===== src/deltas.hex =====
// one 12-bit signed delta per line in hex, address 0 first.
7FF
7FF
400
800
F00
123
0A5
E80
7F0
010
FFF
800
300
C40
055
1F0
200
7FF
600
7FF
5A0
F10
090
D00
333
0CC
F33
444
B80
020
7C0
880
100
F80
250
E20
3C0
060
A00
1E0
0F0
FA0
2A0
D60
150
7A0
820
0B0
045
F55
3A3
C5C
7FF
001
800
E00
2C0
1D0
EB0
0AA
F11
4D4
B2B
6E6


===== src/audioPkg.sv =====
package audioPkg;

    // sample and control widths.
    typedef logic signed [15:0] sample_t;
    typedef logic signed [11:0] delta_t;
    typedef logic [23:0] pos_t;
    typedef logic [5:0] romAddr_t;
    typedef logic [7:0] volume_t;

    // control port select codes.
    typedef enum logic [3:0] {
        REG_START_ADDR   = 4'd1,
        REG_SAMPLE_COUNT = 4'd2,
        REG_LOOP_START   = 4'd3,
        REG_LOOP_END     = 4'd4,
        REG_CUR_POS      = 4'd5,
        REG_LAST_SAMPLE  = 4'd6,
        REG_VOLUME       = 4'd7,
        REG_LOOPING      = 4'd8,
        REG_MONO         = 4'd10,
        REG_LEFT         = 4'd11,
        REG_PLAYING      = 4'd9
    } regSel_t;

    // clk_25mhz cycles per half bit clock.
    localparam int BCLK_HALF = 6;

    localparam int SLOT_BITS = 16;
    localparam int FRAME_BITS = 2 * SLOT_BITS; // left plus right.

    localparam int ROM_DEPTH = 64;

    // volume of 128 is unity gain.
    localparam int VOL_SHIFT = 7;

    localparam int REG_DATA_W = 24;

endpackage


===== src/channelRegs.sv =====
`timescale 1ns/1ps
module channelRegs import audioPkg::*; (
    input  logic                  clk_25mhz,
    input  logic                  i_arstN,
    input  logic                  i_regWe,
    input  regSel_t               i_regSel,
    input  logic [REG_DATA_W-1:0] i_regData,
    output romAddr_t              o_startAddr,
    output pos_t                  o_sampleCount,
    output pos_t                  o_loopStart,
    output pos_t                  o_loopEnd,
    output volume_t               o_volume,
    output logic                  o_looping,
    output logic                  o_mono,
    output logic                  o_left,
    output logic                  o_posLoad,
    output pos_t                  o_posValue,
    output logic                  o_lastLoad,
    output sample_t               o_lastValue,
    output logic                  o_playSet,
    output logic                  o_playValue
);

    always_ff @(posedge clk_25mhz or negedge i_arstN) begin
        if (!i_arstN) begin
            o_startAddr   <= '0;
            o_sampleCount <= '0;
            o_loopStart   <= '0;
            o_loopEnd     <= '0;
            o_volume      <= '0;
            o_looping     <= 1'b0;
            o_mono        <= 1'b0;
            o_left        <= 1'b0;
            o_posLoad     <= 1'b0;
            o_posValue    <= '0;
            o_lastLoad    <= 1'b0;
            o_lastValue   <= '0;
            o_playSet     <= 1'b0;
            o_playValue   <= 1'b0;
        end else begin
            o_posLoad  <= 1'b0; // pulses last one cycle.
            o_lastLoad <= 1'b0;
            o_playSet  <= 1'b0;
            if (i_regWe) begin
                case (i_regSel)
                    REG_START_ADDR:   o_startAddr <= i_regData[5:0];
                    REG_SAMPLE_COUNT: o_sampleCount <= i_regData;
                    REG_LOOP_START:   o_loopStart <= i_regData;
                    REG_LOOP_END:     o_loopEnd <= i_regData;
                    REG_VOLUME:       o_volume <= i_regData[7:0];
                    REG_LOOPING:      o_looping <= i_regData[0];
                    REG_MONO:         o_mono <= i_regData[0];
                    REG_LEFT:         o_left <= i_regData[0];
                    // running state lives in the voice.
                    REG_CUR_POS: begin
                        o_posLoad  <= 1'b1;
                        o_posValue <= i_regData;
                    end
                    REG_LAST_SAMPLE: begin
                        o_lastLoad  <= 1'b1;
                        o_lastValue <= i_regData[15:0];
                    end
                    REG_PLAYING: begin
                        o_playSet   <= 1'b1;
                        o_playValue <= i_regData[0];
                    end
                    default: ;
                endcase
            end
        end
    end

endmodule


===== src/sampleRom.sv =====
`timescale 1ns/1ps
module sampleRom import audioPkg::*; (
    input  logic     clk_25mhz,
    input  romAddr_t i_addr,
    output delta_t   o_delta
);

    // one signed delta per word.
    delta_t mem [ROM_DEPTH];

    initial begin
        $readmemh("/design/src/deltas.hex", mem);
    end

    // registered read, delta valid the cycle after the address.
    always_ff @(posedge clk_25mhz) begin
        o_delta <= mem[i_addr];
    end

endmodule


===== src/channelVoice.sv =====
`timescale 1ns/1ps
module channelVoice import audioPkg::*; (
    input  logic     clk_25mhz,
    input  logic     i_arstN,
    input  romAddr_t i_startAddr,
    input  pos_t     i_sampleCount,
    input  pos_t     i_loopStart,
    input  pos_t     i_loopEnd,
    input  volume_t  i_volume,
    input  logic     i_looping,
    input  logic     i_mono,
    input  logic     i_left,
    input  logic     i_posLoad,
    input  pos_t     i_posValue,
    input  logic     i_lastLoad,
    input  sample_t  i_lastValue,
    input  logic     i_playSet,
    input  logic     i_playValue,
    input  logic     i_frameReq,
    output romAddr_t o_romAddr,
    input  delta_t   i_delta,
    output sample_t  o_leftSample,
    output sample_t  o_rightSample,
    output logic     o_playing
);

    pos_t    position;
    sample_t lastSample;
    sample_t outSample;
    logic    playing;

    logic s1Valid; // delta on the ROM output.
    logic s1Play;
    logic s2Valid; // lastSample updated.
    logic s2Play;

    logic signed [16:0] accSum;
    logic signed [24:0] product;
    logic signed [24:0] scaled;
    sample_t            accSat;
    sample_t            scaledSat;

    assign o_romAddr = i_startAddr + position[5:0]; // wraps at 64.

    always_comb begin
        accSum = {lastSample[15], lastSample} + {{5{i_delta[11]}}, i_delta};
        if (accSum[16] != accSum[15]) begin
            accSat = accSum[16] ? 16'sh8000 : 16'sh7fff;
        end else begin
            accSat = accSum[15:0];
        end
    end

    always_comb begin
        product = lastSample * $signed({1'b0, i_volume});
        scaled  = product >>> VOL_SHIFT;
        if (scaled > 25'sd32767) begin
            scaledSat = 16'sh7fff;
        end else if (scaled < -25'sd32768) begin
            scaledSat = 16'sh8000;
        end else begin
            scaledSat = scaled[15:0];
        end
    end

    always_ff @(posedge clk_25mhz or negedge i_arstN) begin
        if (!i_arstN) begin
            s1Valid   <= 1'b0;
            s1Play    <= 1'b0;
            s2Valid   <= 1'b0;
            s2Play    <= 1'b0;
            outSample <= '0;
        end else begin
            s1Valid <= i_frameReq;
            s1Play  <= playing;
            s2Valid <= s1Valid;
            s2Play  <= s1Play;
            if (s2Valid) begin
                outSample <= s2Play ? scaledSat : '0; // silence once stopped.
            end
        end
    end

    always_ff @(posedge clk_25mhz or negedge i_arstN) begin
        if (!i_arstN) begin
            lastSample <= '0;
        end else if (i_lastLoad) begin
            lastSample <= i_lastValue;
        end else if (s1Valid && s1Play) begin
            lastSample <= accSat;
        end
    end

    // position stepping and end of playback.
    always_ff @(posedge clk_25mhz or negedge i_arstN) begin
        if (!i_arstN) begin
            position <= '0;
            playing  <= 1'b0;
        end else begin
            if (s2Valid && s2Play) begin
                if (i_looping && position == i_loopEnd) begin
                    position <= i_loopStart;
                end else if (!i_looping && position + 1'b1 == i_sampleCount) begin
                    playing <= 1'b0; // position holds.
                end else begin
                    position <= position + 1'b1;
                end
            end
            if (i_posLoad) position <= i_posValue; // writes win.
            if (i_playSet) playing <= i_playValue;
        end
    end

    assign o_leftSample  = (i_mono || i_left) ? outSample : '0;
    assign o_rightSample = (i_mono || !i_left) ? outSample : '0;
    assign o_playing     = playing;

endmodule


===== src/i2sTransmitter.sv =====
`timescale 1ns/1ps
module i2sTransmitter import audioPkg::*; (
    input  logic    clk_25mhz,
    input  logic    i_arstN,
    input  sample_t i_leftSample,
    input  sample_t i_rightSample,
    output logic    o_frameReq,
    output logic    o_bclk,
    output logic    o_lrclk,
    output logic    o_din
);

    typedef enum logic {
        ST_LEFT,
        ST_RIGHT
    } slotState_t;

    localparam int DIV_W = $clog2(BCLK_HALF);
    localparam int BIT_W = $clog2(FRAME_BITS);

    slotState_t             slotState;
    logic [DIV_W-1:0]       divCnt;
    logic [BIT_W-1:0]       bitCnt;
    logic [BIT_W-1:0]       nextBit;
    logic                   bclkFall;
    sample_t                leftHold;
    sample_t                rightHold;
    logic [SLOT_BITS-1:0]   shiftReg;

    assign bclkFall = (divCnt == DIV_W'(BCLK_HALF - 1)) && o_bclk;
    assign nextBit  = bitCnt + 1'b1; // 32 periods wrap naturally.

    always_ff @(posedge clk_25mhz or negedge i_arstN) begin
        if (!i_arstN) begin
            divCnt <= '0;
            o_bclk <= 1'b0;
        end else if (divCnt == DIV_W'(BCLK_HALF - 1)) begin
            divCnt <= '0;
            o_bclk <= ~o_bclk;
        end else begin
            divCnt <= divCnt + 1'b1;
        end
    end

    // slot state and data move on falling bclk only.
    always_ff @(posedge clk_25mhz or negedge i_arstN) begin
        if (!i_arstN) begin
            bitCnt     <= '0;
            slotState  <= ST_LEFT;
            o_frameReq <= 1'b0;
            o_din      <= 1'b0;
            shiftReg   <= '0;
        end else begin
            o_frameReq <= bclkFall && nextBit == '0;
            if (bclkFall) begin
                bitCnt <= nextBit;
                if (nextBit == '0) slotState <= ST_LEFT;
                if (nextBit == BIT_W'(SLOT_BITS)) slotState <= ST_RIGHT;
                // msb goes out one period after lrclk changes.
                if (nextBit == BIT_W'(1)) begin
                    o_din    <= leftHold[SLOT_BITS-1];
                    shiftReg <= {leftHold[SLOT_BITS-2:0], 1'b0};
                end else if (nextBit == BIT_W'(SLOT_BITS + 1)) begin
                    o_din    <= rightHold[SLOT_BITS-1];
                    shiftReg <= {rightHold[SLOT_BITS-2:0], 1'b0};
                end else begin
                    o_din    <= shiftReg[SLOT_BITS-1];
                    shiftReg <= {shiftReg[SLOT_BITS-2:0], 1'b0};
                end
            end
        end
    end

    // both slots captured at the start of the left slot.
    always_ff @(posedge clk_25mhz or negedge i_arstN) begin
        if (!i_arstN) begin
            leftHold  <= '0;
            rightHold <= '0;
        end else if (o_frameReq) begin
            leftHold  <= i_leftSample;
            rightHold <= i_rightSample;
        end
    end

    assign o_lrclk = (slotState == ST_RIGHT);

endmodule


===== src/audioChannelTop.sv =====
`timescale 1ns/1ps
module audioChannelTop import audioPkg::*; (
    input  logic                  clk_25mhz,
    input  logic                  i_arstN,
    input  logic                  i_regWe,
    input  regSel_t               i_regSel,
    input  logic [REG_DATA_W-1:0] i_regData,
    output logic                  audio_bclk,
    output logic                  audio_lrclk,
    output logic                  audio_din,
    output logic                  o_playing
);

    romAddr_t startAddr;
    pos_t     sampleCount;
    pos_t     loopStart;
    pos_t     loopEnd;
    volume_t  volume;
    logic     looping;
    logic     mono;
    logic     left;
    logic     posLoad;
    pos_t     posValue;
    logic     lastLoad;
    sample_t  lastValue;
    logic     playSet;
    logic     playValue;
    logic     frameReq;
    romAddr_t romAddr;
    delta_t   delta;
    sample_t  leftSample;
    sample_t  rightSample;

    channelRegs u_regs (
        .clk_25mhz     (clk_25mhz),
        .i_arstN       (i_arstN),
        .i_regWe       (i_regWe),
        .i_regSel      (i_regSel),
        .i_regData     (i_regData),
        .o_startAddr   (startAddr),
        .o_sampleCount (sampleCount),
        .o_loopStart   (loopStart),
        .o_loopEnd     (loopEnd),
        .o_volume      (volume),
        .o_looping     (looping),
        .o_mono        (mono),
        .o_left        (left),
        .o_posLoad     (posLoad),
        .o_posValue    (posValue),
        .o_lastLoad    (lastLoad),
        .o_lastValue   (lastValue),
        .o_playSet     (playSet),
        .o_playValue   (playValue)
    );

    channelVoice u_voice (
        .clk_25mhz     (clk_25mhz),
        .i_arstN       (i_arstN),
        .i_startAddr   (startAddr),
        .i_sampleCount (sampleCount),
        .i_loopStart   (loopStart),
        .i_loopEnd     (loopEnd),
        .i_volume      (volume),
        .i_looping     (looping),
        .i_mono        (mono),
        .i_left        (left),
        .i_posLoad     (posLoad),
        .i_posValue    (posValue),
        .i_lastLoad    (lastLoad),
        .i_lastValue   (lastValue),
        .i_playSet     (playSet),
        .i_playValue   (playValue),
        .i_frameReq    (frameReq),
        .o_romAddr     (romAddr),
        .i_delta       (delta),
        .o_leftSample  (leftSample),
        .o_rightSample (rightSample),
        .o_playing     (o_playing)
    );

    sampleRom u_rom (
        .clk_25mhz (clk_25mhz),
        .i_addr    (romAddr),
        .o_delta   (delta)
    );

    i2sTransmitter u_i2s (
        .clk_25mhz     (clk_25mhz),
        .i_arstN       (i_arstN),
        .i_leftSample  (leftSample),
        .i_rightSample (rightSample),
        .o_frameReq    (frameReq),
        .o_bclk        (audio_bclk),
        .o_lrclk       (audio_lrclk),
        .o_din         (audio_din)
    );

endmodule


===== config.mk =====
export PLATFORM = sky130hd
export DESIGN_NAME = audioChannelTop
export DESIGN_NICKNAME = d
export VERILOG_FILES = /design/src/audioPkg.sv /design/src/channelRegs.sv /design/src/sampleRom.sv /design/src/channelVoice.sv /design/src/i2sTransmitter.sv /design/src/audioChannelTop.sv
export SDC_FILE = /design/constraint.sdc
export NUM_CORES = 1
export LEC_CHECK = 0
export BUFFER_PORTS_ARGS = -buffer_cell sky130_fd_sc_hd__clkbuf_2
export CAP_MARGIN = 5
export CORE_ASPECT_RATIO = 1.25
export CORE_MARGIN = 2
export CORE_UTILIZATION = 29
export CTS_CLUSTER_SIZE = 25
export DETAILED_ROUTE_END_ITERATION = 16
export GPL_ROUTABILITY_DRIVEN = 0
export PLACE_DENSITY = 0.42
export SETUP_SLACK_MARGIN = 0.02
export SLEW_MARGIN = 0
export SYNTH_ARGS = -nofsm -noshare
export SYNTH_HDL_FRONTEND = slang
export SYNTH_HIERARCHICAL = 1
export SYNTH_SLANG_ARGS = --single-unit
export TNS_END_PERCENT = 50

===== constraint.sdc =====
create_clock -name clk_25mhz -period 4.8 [get_ports clk_25mhz]
set_input_delay 0.72 -clock clk_25mhz [delete_from_list [all_inputs] [get_ports clk_25mhz]]
set_output_delay 0.72 -clock clk_25mhz [all_outputs]
set_load 0.02 [all_outputs]

== After elaboration in Yosys (flattened, before gate mapping) ==
Cells that the tools add are included.

* Add/subtract/negate cells: 4
* Multipliers: 1
* Magnitude comparators: 2
* Eq/ne operators: 19
* Muxes and demuxes: 30
* Bitwise logic cells: 1
* Reductions and logical operators: 29

{| class="wikitable"
|+ Operators with widths
! operator !! number
|-
| 16-bit two-way mux || 11
|-
| 24-bit two-way mux || 4
|-
| 24-bit equality test || 2
|-
| 16-bit by 9-bit multiplier with 25-bit output || 1
|-
| 24-bit by 1-bit adder with 24-bit output, second input constant || 1
|-
| 2-bit AND reduction || 12
|-
| 18-bit by 16-bit greater-than comparator with 1-bit output, second input constant || 1
|-
| 18-bit by 16-bit < comparator with 1-bit output, second input constant || 1
|-
| 16-bit by 12-bit adder with 17-bit output || 1
|-
| 4-bit by 3-bit equality test with 1-bit output, second input constant || 4
|-
| 4-bit equality test, second input constant || 4
|-
| 1-bit two-way mux || 14
|-
| 5-bit equality test, second input constant || 2
|-
| 2-bit nonzero test || 5
|-
| 4-bit by 2-bit equality test with 1-bit output, second input constant || 2
|-
| 1-bit logical AND || 6
|-
| 5-bit by 1-bit adder with 5-bit output, second input constant || 1
|-
| 5-bit by 1-bit equality test with 1-bit output, second input constant || 1
|-
| 5-bit logical NOT || 1
|-
| 3-bit by 1-bit adder with 3-bit output, second input constant || 1
|-
| 3-bit equality test, second input constant || 1
|-
| 3-bit two-way mux || 1
|-
| 3-bit by 2-bit inequality test with 1-bit output, second input constant || 1
|-
| 3-bit AND reduction || 1
|-
| 5 further kinds || 7
|}

* Register bits after elaboration: 260
* Input bits: 31
* Output and inout bits: 4
* Logic and storage cells: 117

== Logic depth before layout (Yosys ltp) ==
Gate-level depths: netlist of run 1.

* Depth in word-level cells: 7
* Mapped depth: 21
* Gate-level depth less buffers: 20

== Modules after synthesis ==
The synthesis of run 1 kept the hierarchy.

{| class="wikitable"
|+ Modules (own cells, without submodules)
! module !! times used !! cells each !! area an instance (um2) !! seq. area each (um2)
|-
| channelVoice || 1 || 1198 || 10100.9 || 1526.5
|-
| channelRegs || 1 || 294 || 5066.1 || 3328.2
|-
| i2sTransmitter || 1 || 205 || 2685.1 || 1476.4
|-
| sampleRom || 1 || 13 || 93.8 || 0.0
|}

== Worst setup path after synthesis of run 1 ==
OpenSTA, ideal clock, no wires.

* Path type: register to register
* Start point: register u_voice.lastSample[15]
* End point: register u_voice.outSample[0]
* Setup time: 0.126 ns
* Arrival time: 5.205 ns
* Setup slack: -0.531 ns
* Stages on the path, launching flop included: 21
* Path buffers: 1
* Path through: dfrtp_1 and2_1 fa_1 inv_1 fa_1 inv_1 fa_1 inv_1 fa_1 inv_1 ha_1 nand4_1 or2_2 nor2_1 o21ai_1 a31o_2 nor2b_1 xnor2_1 a21oi_1 clkbuf_1 a221o_1

* Cells in the longest elaborated chain, start to end: 5
* Elaborated cells on any way between the ends: 6

{| class="wikitable"
|+ RTL lines
! element !! line !! RTL
|-
| from (decl) || channelVoice.sv:28 || <nowiki>sample_t lastSample;</nowiki>
|-
| from (signal assigned) || channelVoice.sv:88 || <nowiki>lastSample <= i_lastValue;</nowiki>
|-
| from (signal assigned) || channelVoice.sv:90 || <nowiki>lastSample <= accSat;</nowiki>
|-
| 16-bit by 9-bit multiplier with 25-bit output * || channelVoice.sv:55 || <nowiki>product = lastSample * $signed({1'b0, i_volume});</nowiki>
|-
| 18-bit by 16-bit < comparator with 1-bit output || channelVoice.sv:59 || <nowiki>end else if (scaled < -25'sd32768) begin</nowiki>
|-
| 16-bit two-way mux || channelVoice.sv:59 ||
|-
| 16-bit two-way mux * || channelVoice.sv:57 || <nowiki>if (scaled > 25'sd32767) begin</nowiki>
|-
| 16-bit two-way mux * || channelVoice.sv:79 || <nowiki>outSample <= s2Play ? scaledSat : '0;</nowiki>
|-
| to (signal assigned) || channelVoice.sv:79 ||
|-
| to (decl) || channelVoice.sv:29 || <nowiki>sample_t outSample;</nowiki>
|}

Mark *: on every way between the ends. The rest lies on a longest branch, timed or not.
A chain may end at the register's enable or synchronous reset.

== Worst setup path after layout of run 1 ==
* Start point: register u_regs.o_volume[4]
* End point: register u_voice.outSample[12]

* Cells in the longest elaborated chain, start to end: 5
* Elaborated cells on any way between the ends: 6

{| class="wikitable"
|+ RTL lines
! element !! line !! RTL
|-
| from (decl) || channelRegs.sv:12 || <nowiki>output volume_t o_volume,</nowiki>
|-
| from (signal assigned) || channelRegs.sv:50 || <nowiki>REG_VOLUME: o_volume <= i_regData[7:0];</nowiki>
|-
| 16-bit by 9-bit multiplier with 25-bit output * || channelVoice.sv:55 ||
|-
| 18-bit by 16-bit < comparator with 1-bit output || channelVoice.sv:59 ||
|-
| 16-bit two-way mux || channelVoice.sv:59 ||
|-
| 16-bit two-way mux * || channelVoice.sv:57 ||
|-
| 16-bit two-way mux * || channelVoice.sv:79 ||
|}

Marks and branches as above.

==> flow_metrics.tcl, run 1 <==
set metrics [dict create \
    outcome "complete, but fails checks" \
    violations "negative setup slack" \
    grt_pass1_vias 13080 \
    clk_pin_slew_worst_paths_ps 60 \
    start_kind "flop" \
    first_iter_violations 440 \
    drive_gt1_frac 0.2670 \
    die_h_microns 278.9 \
    clock_sinks 247 \
    dp_cells 2512 \
    hpwl_mm 34.68 \
    ys_warn_count 6 \
    antenna_left 0 \
    antenna_found_initial 4 \
    wirelength_mm 47.15 \
    die_w_microns 223.9 \
    worstPathCellList "buf_12 > and2_1 > fa_1 > fa_1 > fa_1 > inv_1 > fa_1 > inv_1 > ha_4 > a21oi_1 > nand2_1 > a21o_1 > o21ai_4 > a21oi_1 > o31a_1 > nor2_4 > nor3_4 > buf_12 > a221o_1" \
    h-tree-depth 1 \
    cts_hold_repair.buffers 0 \
    ioPinCount 35 \
    design_area_sq_mm 0.02068 \
    grt_pass1_wl_mm 75.72 \
    crit_top_cell "fa_1" \
    nNetsFinal 1996 \
    cts_buffer_depth 3 \
    max-slew-margin-rel 0.2442 \
    via_count 12270 \
    slowest_stage "fa_1" \
    postSynthAreaPerCell_sq_um 10.48 \
    cp.required_ps 5290 \
    fill_cells 6002 \
    placed_cell_area_sq_mm 0.01931 \
    crit_fanout 11 \
    area_growth_pct 17.97 \
    max_freq_mhz 197.7 \
    worstMarginPinSlew_ps 1134 \
    start_util 0.2938 \
    avgRoutedWirePerCell_microns 18.23 \
    skew_ps 59.45 \
    cts_tree "yes" \
    syn_area_sq_mm 0.01753 \
    worstSetupPathType "reg2reg" \
    maxCapViolations 0 \
    cpPeakStageDelay_ps 540 \
    clk_latency_ps 610 \
    port_buffers 34 \
    hp-class "in2async" \
    vias_per_cell 4.744 \
    rsz0062_at_grt "true" \
    fp-row-count 100 \
    first_pass_iters 5 \
    finalHoldViolations 0 \
    overflow 0 \
    setup_viol_count_final 16 \
    post-route-drc-count 0 \
    drv_slew 0 \
    core_sq_mm 0.05968 \
    grt_usage 0.1534 \
    root_buffer "clkbuf_16" \
    endpoint_kind "flop" \
    syn_inst 1673 \
    cp_top_family "adder cells" \
    grt_max_degree 116 \
    cts_made_buffers 30 \
    post-route-period-util 1.054 \
    setup_slack_ps -259.0 \
    arrival_ps 5550 \
    critPathBufInv 4 \
    layout.cells.non_filler 2587 \
    die-area_sq_mm 0.06245 \
    fin_crit_ps 5059 \
]
-- worst register-to-register path, cell delays in order, from the launching register on --
cell	delay, ps
dfrtp_2	450
buf_12	150
and2_1	140
fa_1	530
fa_1	450
fa_1	540
inv_1	50
fa_1	530
inv_1	70
ha_4	260
a21oi_1	140
nand2_1	80
a21o_1	190
o21ai_4	260
a21oi_1	120
o31a_1	350
nor2_4	150
nor3_4	60
buf_12	160
a221o_1	270
-- layout by cell type, fill, tap and decap left out, drive strengths merged, types with 15 or more instances in the layout --
master    n
nor2     54
o21ai    70
dfrtp   247
a21oi    42
and2     92
inv     174
a221o    19
xor2     37
nand3    33
a21o     15
nor2b    31
ha       66
xnor2    53
nand2   138
clkbuf   74
nor3     22
mux2i    30
fa      102
mux2    172
buf     139
-- final cells by class --
type | count | area (sq um) | area share
Antenna cell | 2 | 5.005 | 0.0002420
Clock buffer | 41 | 872.1 | 0.04217
Sequential cell | 247 | 6196 | 0.2996
Clock inverter | 14 | 176.4 | 0.008530
Multi-Input combinational cell | 1172 | 10560 | 0.5105
Tap cell | 765 | 957.2 | 0.04628
Timing Repair Buffer | 172 | 1265 | 0.06116
Inverter | 174 | 653.1 | 0.03158
-- final timing paths --
kind	endpoint	cells after the start	slack, ps	from
min in group clk_25mhz	u_regs/o_loopEnd[22]	2	400	i_regData[22]
worst min-delay path	u_regs/o_loopEnd[12]	1	150	i_arstN
worst min register to register	u_voice/s1Play	0	440	u_voice/o_playing
worst max register to register	u_voice/outSample[12]	19	-260	u_regs/o_volume[4]
max in group asynchronous	u_voice/position[14]	2	3520	i_arstN
worst max-delay path	u_voice/outSample[12]	19	-260	u_regs/o_volume[4]
-- sequential cells by signal (all words and copies together), names as in the netlist, 3 cells and up --
signal and flops:
u_i2s/bitCnt 5, u_i2s/divCnt 3, u_i2s/leftHold 16, u_i2s/rightHold 16
u_i2s/shiftReg 15, u_regs/o_lastValue 16, u_regs/o_loopEnd 24, u_regs/o_loopStart 24
u_regs/o_posValue 24, u_regs/o_sampleCount 24, u_regs/o_volume 8, u_voice/lastSample 16
u_voice/outSample 16, u_voice/position 24
-- per-layer routing --
metal | part of all wire | track usage
met1 | 0.43 | 0.1891
met2 | 0.53 | 0.2867
met3 | 0.024 | 0.01799
met4 | 0.015 | 0.02923
met5 | 0.00087 | 0
-- per-stage QoR --
| stage | setup TNS (ps) | hold WS (ps) | setup WS, ps | utilization |
|---|---|---|---|---|
| 3_3_place_gp | -10290 | 447.0 | -682.5 | 0.3235 |
| 2_1_floorplan | -1438 | 351.9 | -145.7 | - |
| 6_report | -3763 | 151.5 | -259.0 | 0.3465 |
| 5_1_grt | -6925 | 188.4 | -463.4 | 0.3465 |
| 3_5_place_dp | -11680 | 449.9 | -780.5 | 0.3235 |
| 4_1_cts | -3764 | 157.3 | -253.7 | 0.3451 |
-- what timing repair did --
action	in CTS	in global routing
pin swaps	16	12
endpoints found under the hold margin	0	0
setup buffers	14	6
endpoints found under the setup margin	16	16
resized for setup	34	14
Power of run 1 is left out: the tool's default activity adds up to more than one toggle a clock period on the data nets, which glitch-free logic cannot reach.
==> inputs of run 2 (changes only) <==
CELL_PAD_IN_SITES_DETAIL_PLACEMENT = 1   (was unset)
CELL_PAD_IN_SITES_GLOBAL_PLACEMENT = 2   (was unset)
CTS_CLUSTER_DIAMETER = 120   (was unset)
PLACE_DENSITY = 0.67   (was 0.42)
==> run 2 against run 1 <==
Against the previous run: largest cell class unchanged; maximum frequency shrank 1.7%; clock-buffer cell count shrank 27; the flow still finishes with violations (negative setup slack); highest routed layer is now met4; clock skew shrank 14 ps.
==> flow_metrics.tcl, run 2 (synthesis gave the netlist of run 1 again) <==
set metrics [dict create \
    diodes 0 \
    fill_cells 6641 \
    grt_pass1_wl_mm 78.92 \
    wirelength_mm 48.63 \
    area_growth_pct 15.77 \
    finalHoldViolations 0 \
    maxCapViolations 0 \
    ioPinCount 35 \
    cts_made_buffers 14 \
    die_w_microns 223.9 \
    cts_hold_repair.buffers 0 \
    via_count 12490 \
    r2r-end "u_voice/outSample[1]" \
    port_buffers 34 \
    clk_pin_slew_worst_paths_ps 110 \
    drive_gt1_frac 0.2662 \
    root_buffer "clkbuf_16" \
    h-tree-depth 1 \
    setup_viol_count_final 16 \
    grt_pass1_vias 13920 \
    fp-row-count 100 \
    antenna_left 0 \
    hp-class "in2async" \
    dp_slack_ps -686.1 \
    design_area_sq_mm 0.02030 \
    violations "negative setup slack" \
    fin_crit_ps 5145 \
    die-area_sq_mm 0.06245 \
    first_iter_violations 412 \
    arrival_ps 5540 \
    reg2reg_from "u_regs/o_volume[5]" \
    cp.required_ps 5200 \
    nNetsFinal 2004 \
    worstSetupPathType "reg2reg" \
    worstMarginPinSlew_ps 1117 \
    max-slew-margin-rel 0.2543 \
    crit_fanout 12 \
    overflow 0 \
    fin_util 0.3401 \
    grt_max_degree 106 \
    clk_latency_ps 540 \
    avgRoutedWirePerCell_microns 18.91 \
    start_kind "flop" \
    cts_tree "yes" \
    reg2reg_slack_ps -350 \
    tns_ps -4940 \
    final_cell_mix "dfrtp_1, inv_1, buf_4" \
    hpwl_mm 36.47 \
    mostFrequentLayoutCell "dfrtp_1" \
    seq_area_sq_mm 0.006201 \
    post-route-drc-count 0 \
    placed_cell_area_sq_mm 0.01941 \
    rsz0062_at_grt "true" \
    vias_per_cell 4.858 \
    setup_slack_ps -345.5 \
    clock_sinks 247 \
    skew_ps 45.01 \
    reg2regPathDepth 20 \
    die_h_microns 278.9 \
    drv_slew 0 \
    first_pass_iters 5 \
    antenna_found_initial 0 \
    outcome "complete, but fails checks" \
    start_util 0.2938 \
    post-route-period-util 1.072 \
    grt_usage 0.1593 \
    cts_buffer_depth 3 \
    max_freq_mhz 194.3 \
    endpoint_kind "flop" \
    multi_input_area_sq_mm 0.01056 \
    core_sq_mm 0.05968 \
]
run 2: cell count changes in the layout (fill, tap and decap cells not counted), sizes merged:
cell / change
diode: -2
clkbuf: -27
clkinvlp: -1
inv: +1
bufinv: -3
buf: +24
clkinv: -7
run 2: worst max-delay path, stage by stage (launching register included):
cell and delay, ps:
dfrtp_2 470, buf_6 140, and2_4 130, fa_1 560
fa_1 450, fa_1 540, inv_1 50, fa_1 540
inv_2 50, ha_4 230, a21o_1 190, a31oi_1 180
o21ai_1 100, a21oi_2 160, buf_4 140, a21oi_2 40
o31a_1 340, nand2_1 150, a21oi_4 90, buf_12 170
a221o_1 300
run 2: worst max path at each step:
stage                                start                   end  slack (ps)  cells past startpoint
finish                  u_regs/o_volume[5]  u_voice/outSample[1]        -350                     20
global route         u_voice/lastSample[7]  u_voice/outSample[1]        -590                     22
CTS                     u_regs/o_volume[2]  u_voice/outSample[1]        -320                     21
detailed placement      u_regs/o_volume[2]  u_voice/outSample[2]        -690                     20
global placement        u_regs/o_volume[2]  u_voice/outSample[9]        -570                     19
floorplan           u_voice/lastSample[15]  u_voice/outSample[0]        -150                     20
run 2: metal layers:
layer | vias up | GRT usage | wire [microns]
met3 | 46 | 0.01473 | 1024
li1 | 5873 | - | -
met1 | 6471 | 0.1930 | 20670
met2 | 104 | 0.3016 | 25850
met5 | - | 0 | 0
met4 | 0 | 0.03641 | 1083
run 2: through the flow:
stage          hold slack (ps)  std cells
6_report                 222.7       2572
5_1_grt                  289.4       2572
4_1_cts                  270.7       2568
3_5_place_dp             400.5       2518
3_3_place_gp             387.7       2518
2_1_floorplan            351.9       1684
run 2: timing repair:
action / 4_1_cts / 5_1_grt
setup buffers: 32 / 4
gates resized for setup: 48 / 13
pin swaps: 11 / 4
endpoints found under the setup margin: 16 / 16
run 2: final cells by class:
type | count | share of cell area
Timing Repair Buffer | 196 | 0.07521
Clock inverter | 4 | 0.002589
Multi-Input combinational cell | 1172 | 0.5201
Inverter | 174 | 0.03218
Tap cell | 765 | 0.04716
Clock buffer | 14 | 0.01726
Sequential cell | 247 | 0.3055
Power of run 2 is left out for the same reason.
